## config.mk

```make
export PLATFORM = sky130hd
export DESIGN_NAME = extiTop
export DESIGN_NICKNAME = d
export VERILOG_FILES = /design/src/source/extiPkg.sv /design/src/source/extiTop.sv /design/src/source/irqCombiner.sv /design/src/source/extiBank.sv /design/src/source/apbRegDecoder.sv
export VERILOG_INCLUDE_DIRS = /design/src /design/src/source
export SDC_FILE = /design/constraint.sdc
export NUM_CORES = 1
export LEC_CHECK = 0
export ABC_AREA = 1
export BUFFER_PORTS_ARGS = -buffer_cell sky130_fd_sc_hd__buf_2
export CAP_MARGIN = 15
export CORE_MARGIN = 2
export CORE_UTILIZATION = 44
export CTS_CLUSTER_SIZE = 12
export DETAILED_ROUTE_END_ITERATION = 6
export PLACE_DENSITY = 0.65
export SYNTH_ARGS = -nofsm -noshare
export SYNTH_HDL_FRONTEND = slang
export SYNTH_SLANG_ARGS = --single-unit
export TNS_END_PERCENT = 20
```

## constraint.sdc

```tcl
create_clock -name clk -period 3 [get_ports clk]
set_input_delay 0.3 -clock clk [delete_from_list [all_inputs] [get_ports clk]]
set_output_delay 0.3 -clock clk [all_outputs]
set_load 0.02 [all_outputs]
```

## src/source/exti_settings.svh

```systemverilog
`ifndef EXTI_SETTINGS_SVH
`define EXTI_SETTINGS_SVH

// ==========================================================================
// controller sizing
// ==========================================================================
`define EXTI_NUM_BANKS   2
`define EXTI_BANK_LINES  32    // one APB word per bank
`define EXTI_ADDR_WIDTH  12
`define EXTI_BANK_STRIDE 32    // bytes, eight words per bank

// word offsets inside a bank, 5..7 reserved
`define EXTI_REG_ENABLE   0
`define EXTI_REG_PEND_CLR 1
`define EXTI_REG_PEND_SET 2
`define EXTI_REG_RISE_EN  3
`define EXTI_REG_FALL_EN  4

`endif
```

## src/source/extiPkg.sv

```systemverilog
`include "exti_settings.svh"

package extiPkg;

    // ======================================================================
    // widths with a meaning
    // ======================================================================
    localparam int LineIdWidth = $clog2(`EXTI_NUM_BANKS * `EXTI_BANK_LINES);

    typedef logic [`EXTI_BANK_LINES-1:0] word_t;   // APB data, one bank of lines
    typedef logic [2:0]                  regSel_t; // word offset in a bank
    typedef logic [LineIdWidth-1:0]      lineId_t; // global line number

    // ======================================================================
    // structs between decoder, banks and combiner
    // ======================================================================

    // write broadcast to all banks
    typedef struct packed {
        logic    strobe;
        regSel_t regSel;
        word_t   data;
    } bankWrite_t;

    // register contents of one bank
    typedef struct packed {
        word_t enable;
        word_t pending;
        word_t riseEn;
        word_t fallEn;
    } bankState_t;

    // lowest pending and enabled line
    typedef struct packed {
        logic    valid;
        lineId_t line;
    } irqId_t;

endpackage

```

## src/source/extiTop.sv

```systemverilog
`timescale 1ns/1ps
`include "exti_settings.svh"

module extiTop (
    input  logic                                          clk,
    input  logic                                          rst_n,
    input  logic                                          psel,
    input  logic                                          penable,
    input  logic                                          pwrite,
    input  logic [`EXTI_ADDR_WIDTH-1:0]                   paddr,
    input  extiPkg::word_t                                pwdata,
    output extiPkg::word_t                                prdata,
    output logic                                          pready,
    output logic                                          pslverr,
    input  logic [`EXTI_NUM_BANKS*`EXTI_BANK_LINES-1:0]   pins,
    output logic                                          irq,
    output extiPkg::irqId_t                               irqId
);

    extiPkg::bankWrite_t                       bankWrite;
    logic [`EXTI_NUM_BANKS-1:0]                bankSel;
    extiPkg::bankState_t [`EXTI_NUM_BANKS-1:0] bankState;

    // ======================================================================
    // APB side
    // ======================================================================
    apbRegDecoder uDecoder (
        .clk       (clk),
        .rst_n     (rst_n),
        .psel      (psel),
        .penable   (penable),
        .pwrite    (pwrite),
        .paddr     (paddr),
        .pwdata    (pwdata),
        .prdata    (prdata),
        .pready    (pready),
        .pslverr   (pslverr),
        .bankWrite (bankWrite),
        .bankSel   (bankSel),
        .bankState (bankState),
        .irqId     (irqId)
    );

    // ======================================================================
    // line banks
    // ======================================================================
    for (genvar b = 0; b < `EXTI_NUM_BANKS; b++) begin : gBank
        extiBank uBank (
            .clk       (clk),
            .rst_n     (rst_n),
            .pins      (pins[b*`EXTI_BANK_LINES +: `EXTI_BANK_LINES]),
            .bankWrite (bankWrite),
            .sel       (bankSel[b]),
            .state     (bankState[b])
        );
    end

    // ======================================================================
    // interrupt output
    // ======================================================================
    irqCombiner uCombiner (
        .clk       (clk),
        .rst_n     (rst_n),
        .bankState (bankState),
        .irq       (irq),
        .irqId     (irqId)
    );

endmodule

```

## src/source/irqCombiner.sv

```systemverilog
`timescale 1ns/1ps
`include "exti_settings.svh"

module irqCombiner (
    input  logic                                      clk,
    input  logic                                      rst_n,
    input  extiPkg::bankState_t [`EXTI_NUM_BANKS-1:0] bankState,
    output logic                                      irq,
    output extiPkg::irqId_t                           irqId
);

    extiPkg::word_t  active [`EXTI_NUM_BANKS];
    logic            anyActive;
    logic            anyHit;
    extiPkg::lineId_t lowLine;
    logic            irqQ;
    extiPkg::irqId_t idQ;

    // ======================================================================
    // lowest active line
    // ======================================================================
    always_comb begin
        anyActive = 1'b0;
        for (int b = 0; b < `EXTI_NUM_BANKS; b++) begin
            active[b] = bankState[b].pending & bankState[b].enable;
            anyActive = anyActive | (|active[b]);   // plain OR over all lines
        end
    end

    always_comb begin
        anyHit  = 1'b0;
        lowLine = '0;
        // walk down so the lowest hit is the last one kept
        for (int b = `EXTI_NUM_BANKS - 1; b >= 0; b--) begin
            for (int k = `EXTI_BANK_LINES - 1; k >= 0; k--) begin
                if (active[b][k]) begin
                    anyHit  = 1'b1;
                    lowLine = extiPkg::lineId_t'(b * `EXTI_BANK_LINES + k);
                end
            end
        end
    end

    // ======================================================================
    // output registers
    // ======================================================================
    always_ff @(posedge clk) begin
        if (!rst_n) begin
            irqQ      <= 1'b0;
            idQ.valid <= 1'b0;
            idQ.line  <= '0;
        end else begin
            irqQ      <= anyActive;
            idQ.valid <= anyHit;
            idQ.line  <= lowLine;   // don't care when not valid
        end
    end

    assign irq   = irqQ;
    assign irqId = idQ;

    irqMatchesValid : assert property (
        @(posedge clk) disable iff (!rst_n)
        irq == irqId.valid
    ) else $error("irq and irqId.valid disagree");

endmodule

```

## src/source/extiBank.sv

```systemverilog
`timescale 1ns/1ps
`include "exti_settings.svh"

module extiBank (
    input  logic                clk,
    input  logic                rst_n,
    input  extiPkg::word_t      pins,
    input  extiPkg::bankWrite_t bankWrite,
    input  logic                sel,
    output extiPkg::bankState_t state
);

    extiPkg::word_t      capture;
    extiPkg::word_t      previous;
    extiPkg::word_t      rising;
    extiPkg::word_t      falling;
    extiPkg::word_t      edgeHit;
    extiPkg::word_t      setBits;
    extiPkg::word_t      clrBits;
    extiPkg::word_t      pendingNext;
    extiPkg::bankState_t stateQ;
    logic                wrEn;

    // ======================================================================
    // edge detection
    // ======================================================================
    assign rising  =  capture & ~previous;
    assign falling = ~capture &  previous;
    assign edgeHit = (rising & stateQ.riseEn) | (falling & stateQ.fallEn);

    assign wrEn = sel && bankWrite.strobe;

    always_comb begin
        setBits = '0;
        clrBits = '0;
        if (wrEn && bankWrite.regSel == extiPkg::regSel_t'(`EXTI_REG_PEND_SET)) begin
            setBits = bankWrite.data;
        end
        if (wrEn && bankWrite.regSel == extiPkg::regSel_t'(`EXTI_REG_PEND_CLR)) begin
            clrBits = bankWrite.data;
        end
    end

    // clear beats a same-cycle edge
    assign pendingNext = (stateQ.pending | edgeHit | setBits) & ~clrBits;

    // ======================================================================
    // registers
    // ======================================================================
    always_ff @(posedge clk) begin
        if (!rst_n) begin
            capture  <= '0;
            previous <= '0;
            stateQ   <= '0;
        end else begin
            capture        <= pins;         // single capture stage
            previous       <= capture;
            stateQ.pending <= pendingNext;
            if (wrEn) begin
                case (bankWrite.regSel)
                    extiPkg::regSel_t'(`EXTI_REG_ENABLE): begin
                        stateQ.enable <= bankWrite.data;
                    end
                    extiPkg::regSel_t'(`EXTI_REG_RISE_EN): begin
                        stateQ.riseEn <= bankWrite.data;
                    end
                    extiPkg::regSel_t'(`EXTI_REG_FALL_EN): begin
                        stateQ.fallEn <= bankWrite.data;
                    end
                    default: begin
                        // pending handled above, reserved ignored
                    end
                endcase
            end
        end
    end

    assign state = stateQ;

    // a pending bit only rises from an edge, a set write, or if already set
    pendingSource : assert property (
        @(posedge clk) disable iff (!rst_n)
        (stateQ.pending & ~$past(stateQ.pending
            | (capture & ~previous & stateQ.riseEn)
            | (~capture & previous & stateQ.fallEn)
            | ((sel && bankWrite.strobe
                && bankWrite.regSel == extiPkg::regSel_t'(`EXTI_REG_PEND_SET))
               ? bankWrite.data : '0))) == '0
    ) else $error("pending bit set without a source");

endmodule

```

## src/source/apbRegDecoder.sv

```systemverilog
`timescale 1ns/1ps
`include "exti_settings.svh"

module apbRegDecoder (
    input  logic                                          clk,
    input  logic                                          rst_n,
    input  logic                                          psel,
    input  logic                                          penable,
    input  logic                                          pwrite,
    input  logic [`EXTI_ADDR_WIDTH-1:0]                   paddr,
    input  extiPkg::word_t                                pwdata,
    output extiPkg::word_t                                prdata,
    output logic                                          pready,
    output logic                                          pslverr,
    output extiPkg::bankWrite_t                           bankWrite,
    output logic [`EXTI_NUM_BANKS-1:0]                    bankSel,
    input  extiPkg::bankState_t [`EXTI_NUM_BANKS-1:0]     bankState,
    input  extiPkg::irqId_t                               irqId
);

    localparam int StrideBits = $clog2(`EXTI_BANK_STRIDE);
    localparam int BankIdxW   = `EXTI_ADDR_WIDTH - StrideBits;
    localparam int WordIdxW   = `EXTI_ADDR_WIDTH - 2;
    localparam int IdWord     = `EXTI_NUM_BANKS * (`EXTI_BANK_STRIDE / 4);

    logic                  access;
    logic [WordIdxW-1:0]   wordIdx;
    logic [BankIdxW-1:0]   bankIdx;
    extiPkg::regSel_t      regSel;
    logic                  inBanks;
    logic                  isId;
    logic                  badAddr;
    extiPkg::bankState_t   selState;

    // ======================================================================
    // address split
    // ======================================================================
    assign access  = psel && penable;          // single access cycle, no waits
    assign wordIdx = paddr[`EXTI_ADDR_WIDTH-1:2];
    assign bankIdx = paddr[`EXTI_ADDR_WIDTH-1:StrideBits];
    assign regSel  = paddr[StrideBits-1:2];

    assign inBanks = wordIdx < WordIdxW'(IdWord);
    assign isId    = wordIdx == WordIdxW'(IdWord);
    assign badAddr = wordIdx > WordIdxW'(IdWord);

    assign pready  = 1'b1;
    assign pslverr = access && badAddr;

    always_comb begin
        for (int b = 0; b < `EXTI_NUM_BANKS; b++) begin
            bankSel[b] = inBanks && (bankIdx == BankIdxW'(b));
        end
    end

    // ======================================================================
    // write broadcast
    // ======================================================================
    assign bankWrite.strobe = access && pwrite && inBanks;
    assign bankWrite.regSel = regSel;
    assign bankWrite.data   = pwdata;

    // ======================================================================
    // read mux
    // ======================================================================
    always_comb begin
        selState = '0;
        for (int b = 0; b < `EXTI_NUM_BANKS; b++) begin
            if (bankSel[b]) begin
                selState = bankState[b];
            end
        end
    end

    always_comb begin
        prdata = '0;
        if (access && isId) begin
            // valid in bit 31, line number at the bottom
            prdata[`EXTI_BANK_LINES-1]           = irqId.valid;
            prdata[extiPkg::LineIdWidth-1:0]     = irqId.line;
        end else if (access && inBanks) begin
            case (regSel)
                extiPkg::regSel_t'(`EXTI_REG_ENABLE):   prdata = selState.enable;
                extiPkg::regSel_t'(`EXTI_REG_PEND_CLR): prdata = selState.pending;
                extiPkg::regSel_t'(`EXTI_REG_PEND_SET): prdata = selState.pending;
                extiPkg::regSel_t'(`EXTI_REG_RISE_EN):  prdata = selState.riseEn;
                extiPkg::regSel_t'(`EXTI_REG_FALL_EN):  prdata = selState.fallEn;
                default:                                 prdata = '0; // reserved
            endcase
        end
    end

    // ======================================================================
    // bus protocol checks
    // ======================================================================
    penableAfterSetup : assert property (
        @(posedge clk) disable iff (!rst_n)
        $rose(penable) |-> $past(psel && !penable)
    ) else $error("penable rose without a setup phase");

    paddrStable : assert property (
        @(posedge clk) disable iff (!rst_n)
        (psel && penable) |-> $stable(paddr)
    ) else $error("paddr changed between setup and access");

endmodule

```

==> results_dict.tcl <==
set metrics [dict create \
    finalNonFillerCells 2983 \
    maximum_number_of_pins_on_one_net_before_global_route_repair 146 \
    power.leakage_nw 9.123 \
    cp_common_cell "sky130_fd_sc_hd__nand2_1" \
    chipWidth_um 200.1 \
    floorplan.rows 71 \
    grt_overflow 0 \
    placed_cell_count 2831 \
    design.portCount 155 \
    grt_util_met2 0.4432 \
    timing.fmax_mhz 266.6 \
    power.density_nw_per_um2 525.7 \
    path_class "flip-flop to flip-flop" \
    mappedNetlistArea_um2 16910 \
    yosys_warnings 0 \
    grt_pass1_vias 16000 \
    global_route_met1_utilization 0.3761 \
    max_slew_margin 0.3895 \
    synth.avg_cell_area_um2 7.636 \
    mappedNetlistNets 2328 \
    layout_min_cycle_time_ps 3751 \
    cts-htree-levels 2 \
    synth_edf_count 0 \
    post_detailed_routing_wire_length_um 56240 \
    design.final.nets 2558 \
    grt_setup_unrepaired "yes" \
    synth-async-reset-ratio 0 \
    post_synth_inst_count 2215 \
    detail_route.drc_violations 0 \
    critical-path-max-stage-delay_ps 330 \
    worst-slew-pin-transition_ps 915.7 \
    violated_checks "negative setup slack" \
    port_buffers 151 \
    num_vias 16760 \
    clock_latency_ps 560 \
    cp_max_fo 2 \
    grt_pass1_wl_um 86950 \
    run_status "finished, violations left" \
    finalHoldViolations 0 \
    post_route_cells_drive_above_1_share 0.1485 \
    final_critical_path_setup_slack_ps -750.7 \
    most-common-layout-cells "sky130_fd_sc_hd__dfxtp_1 (389), sky130_fd_sc_hd__inv_1 (327), sky130_fd_sc_hd__nand2_1 (327)" \
    report.final.setup_viol 1 \
    antenna_violating_nets_post_route 0 \
    die_h_um 200.1 \
    finish.utilization 0.5562 \
    gr-max-usage-layer "met2" \
    fin_skew_ps 13.14 \
    clk_path_buf_depth 3 \
    hold_class "input pin to flip-flop" \
    place_hpwl_um 35890 \
    drt_iter0_markers 1493 \
    die_area_um2 40020 \
    power.total_mw 11.04 \
    cts_inserted_buffers 43 \
    vias_per_cell 5.617 \
    place_congestion 0.8809 \
    postCtsSetupRepairBufs 0 \
    post_drt_wl_per_cell_um 18.85 \
    max-cap-violations 0 \
    netlist-cell-type-count 31 \
    finalCritPeriodShare 1.250 \
    cp.arrival_ps 4250 \
    floorplan_core_area_um2 37760 \
    tritoncts "built" \
    grt_antenna_before_repair 2 \
    summed_area_of_non_filler_cells_in_the_final_layout_um2 21000 \
    flow.area_growth_from_synthesis_pct 24.15 \
    clock_pin_slew_reported_for_the_worst_setup_and_hold_paths_after_clock_tree_synthesis_ps 60 \
    report.final.slew_viol_count 0 \
    worstSetupStartpointType "flip-flop" \
    dpl-instance-area_um2 18800 \
    cp.required_ps 3500 \
    synth_seq_area_share 0.4640 \
    ys_seq_elements 392 \
    gr-usage-all-layers 0.2787 \
    gr-usage-met3 0.04923 \
    worst_supply_voltage_drop_on_vdd_uv 353.4 \
    first_pass_iters 5 \
    cpMaxStageDelayCell "sky130_fd_sc_hd__dfxtp_2" \
    postSynth.topFlopCell "sky130_fd_sc_hd__dfxtp_1" \
    crit_path_end_kind "flip-flop" \
    initial_utilization 0.4480 \
    clock-root-buffer "sky130_fd_sc_hd__clkbuf_16" \
    tritoncts_num_sinks 392 \
    final_common_cell "sky130_fd_sc_hd__dfxtp_1" \
]
[per-stage QoR]
step	setup slack (ps)	hold slack (ps)	TNS [ps]
floorplan	-132.8	397.6	-132.8
global placement	-785.5	432.1	-785.5
detailed placement	-733.8	435.0	-733.8
CTS	-758.3	0.3057	-758.3
global route	-1358	16.38	-1644
finish	-750.7	16.03	-750.7
[worst paths after layout]
kind	from	end	slack, ps	cells past startpoint
max	gBank[1].uBank.state[127]	uCombiner.irqId[0]	-750	64
min	pwdata[5]	gBank[1].uBank.state[69]	20	2
max reg2reg	gBank[1].uBank.state[127]	uCombiner.irqId[0]	-750	64
min reg2reg	gBank[0].uBank.capture[16]	gBank[0].uBank.previous[16]	440	2
[worst max-delay path, delay by kind of cell, from the launching register on]
kind / cells / cell delay [ps]
AND/OR/NAND/NOR: 62 / 3200
flip-flops: 1 / 330
AO/OA/AOI/OAI: 1 / 110
buffers and inverters: 1 / 40
[state kept, by name, summed over array words and instances (netlist names)]
signal / cells
gBank.uBank.capture: 64
gBank.uBank.previous: 64
uCombiner.irq: 1
gBank.uBank.state: 256
uCombiner.irqId: 7
[synthesized netlist by cell type (2+ instances only)]
cell type                  number  area share
sky130_fd_sc_hd__nand2_2        9      0.0033
sky130_fd_sc_hd__nor4_1         2     0.00074
sky130_fd_sc_hd__nand3_1        6      0.0018
sky130_fd_sc_hd__o22ai_1       72       0.027
sky130_fd_sc_hd__o31ai_1        2     0.00089
sky130_fd_sc_hd__a41oi_1        2      0.0010
sky130_fd_sc_hd__nor2_1       165       0.037
sky130_fd_sc_hd__buf_1         19      0.0042
sky130_fd_sc_hd__a311oi_1      41       0.021
sky130_fd_sc_hd__clkinv_1      12      0.0027
sky130_fd_sc_hd__nand2_1      333       0.074
sky130_fd_sc_hd__inv_1        328       0.073
sky130_fd_sc_hd__a22oi_1       77       0.034
sky130_fd_sc_hd__a211oi_1      56       0.025
sky130_fd_sc_hd__o21bai_1       5      0.0022
sky130_fd_sc_hd__clkbuf_1     127       0.028
sky130_fd_sc_hd__a22o_1        15      0.0078
sky130_fd_sc_hd__nor3_1        68       0.020
sky130_fd_sc_hd__a221oi_1      88       0.046
sky130_fd_sc_hd__o21ai_0      155       0.046
sky130_fd_sc_hd__a21oi_1      146       0.043
sky130_fd_sc_hd__dfxtp_1      392        0.46
sky130_fd_sc_hd__nand4_1       65       0.024
sky130_fd_sc_hd__a31oi_1        7      0.0026
sky130_fd_sc_hd__nand2_4       12      0.0080
sky130_fd_sc_hd__buf_2          6      0.0018
[what timing repair did]
action,in CTS,in global routing
endpoints found under the setup margin,1,2
hold buffers,80,0
pin swaps,0,0
endpoints found under the hold margin,88,0
gates cloned,0,0
resized for setup,1,7
[power by group]
group / switching (mW) / internal, mW
clock network: 2.11 / 3.06
registers: 0.0555 / 5.29
logic: 0.338 / 0.191
total: 2.50 / 8.54
[routing by layer]
layer,wire (um),up-vias
met5,16,-
met4,1953,2
met2,25220,812
met3,4828,122
li1,-,8061
met1,24220,7760
[final cells by class]
| cell class | instances | area (um2) |
|---|---|---|
| Antenna cell | 1 | 2.502 |
| Clock buffer | 66 | 1345 |
| Clock inverter | 5 | 28.78 |
| Fill cell | 3527 | 16760 |
| Inverter | 341 | 1284 |
| Multi-Input combinational cell | 1329 | 7256 |
| Sequential cell | 392 | 7851 |
| Tap cell | 511 | 639.4 |
| Timing Repair Buffer | 338 | 2591 |
[cell families (layout without fill, tap and decap cells)]
logic type / Yosys count / count (layout) / share of synthesized area
buf+inv: 494 / 750 / 0.1103
simple gates: 660 / 660 / 0.1685
other cells: 1 / 2 / 0.0002217
compound gates: 668 / 668 / 0.2570
flops: 392 / 392 / 0.4640
Note: power is estimated with default switching activity, not from simulation.
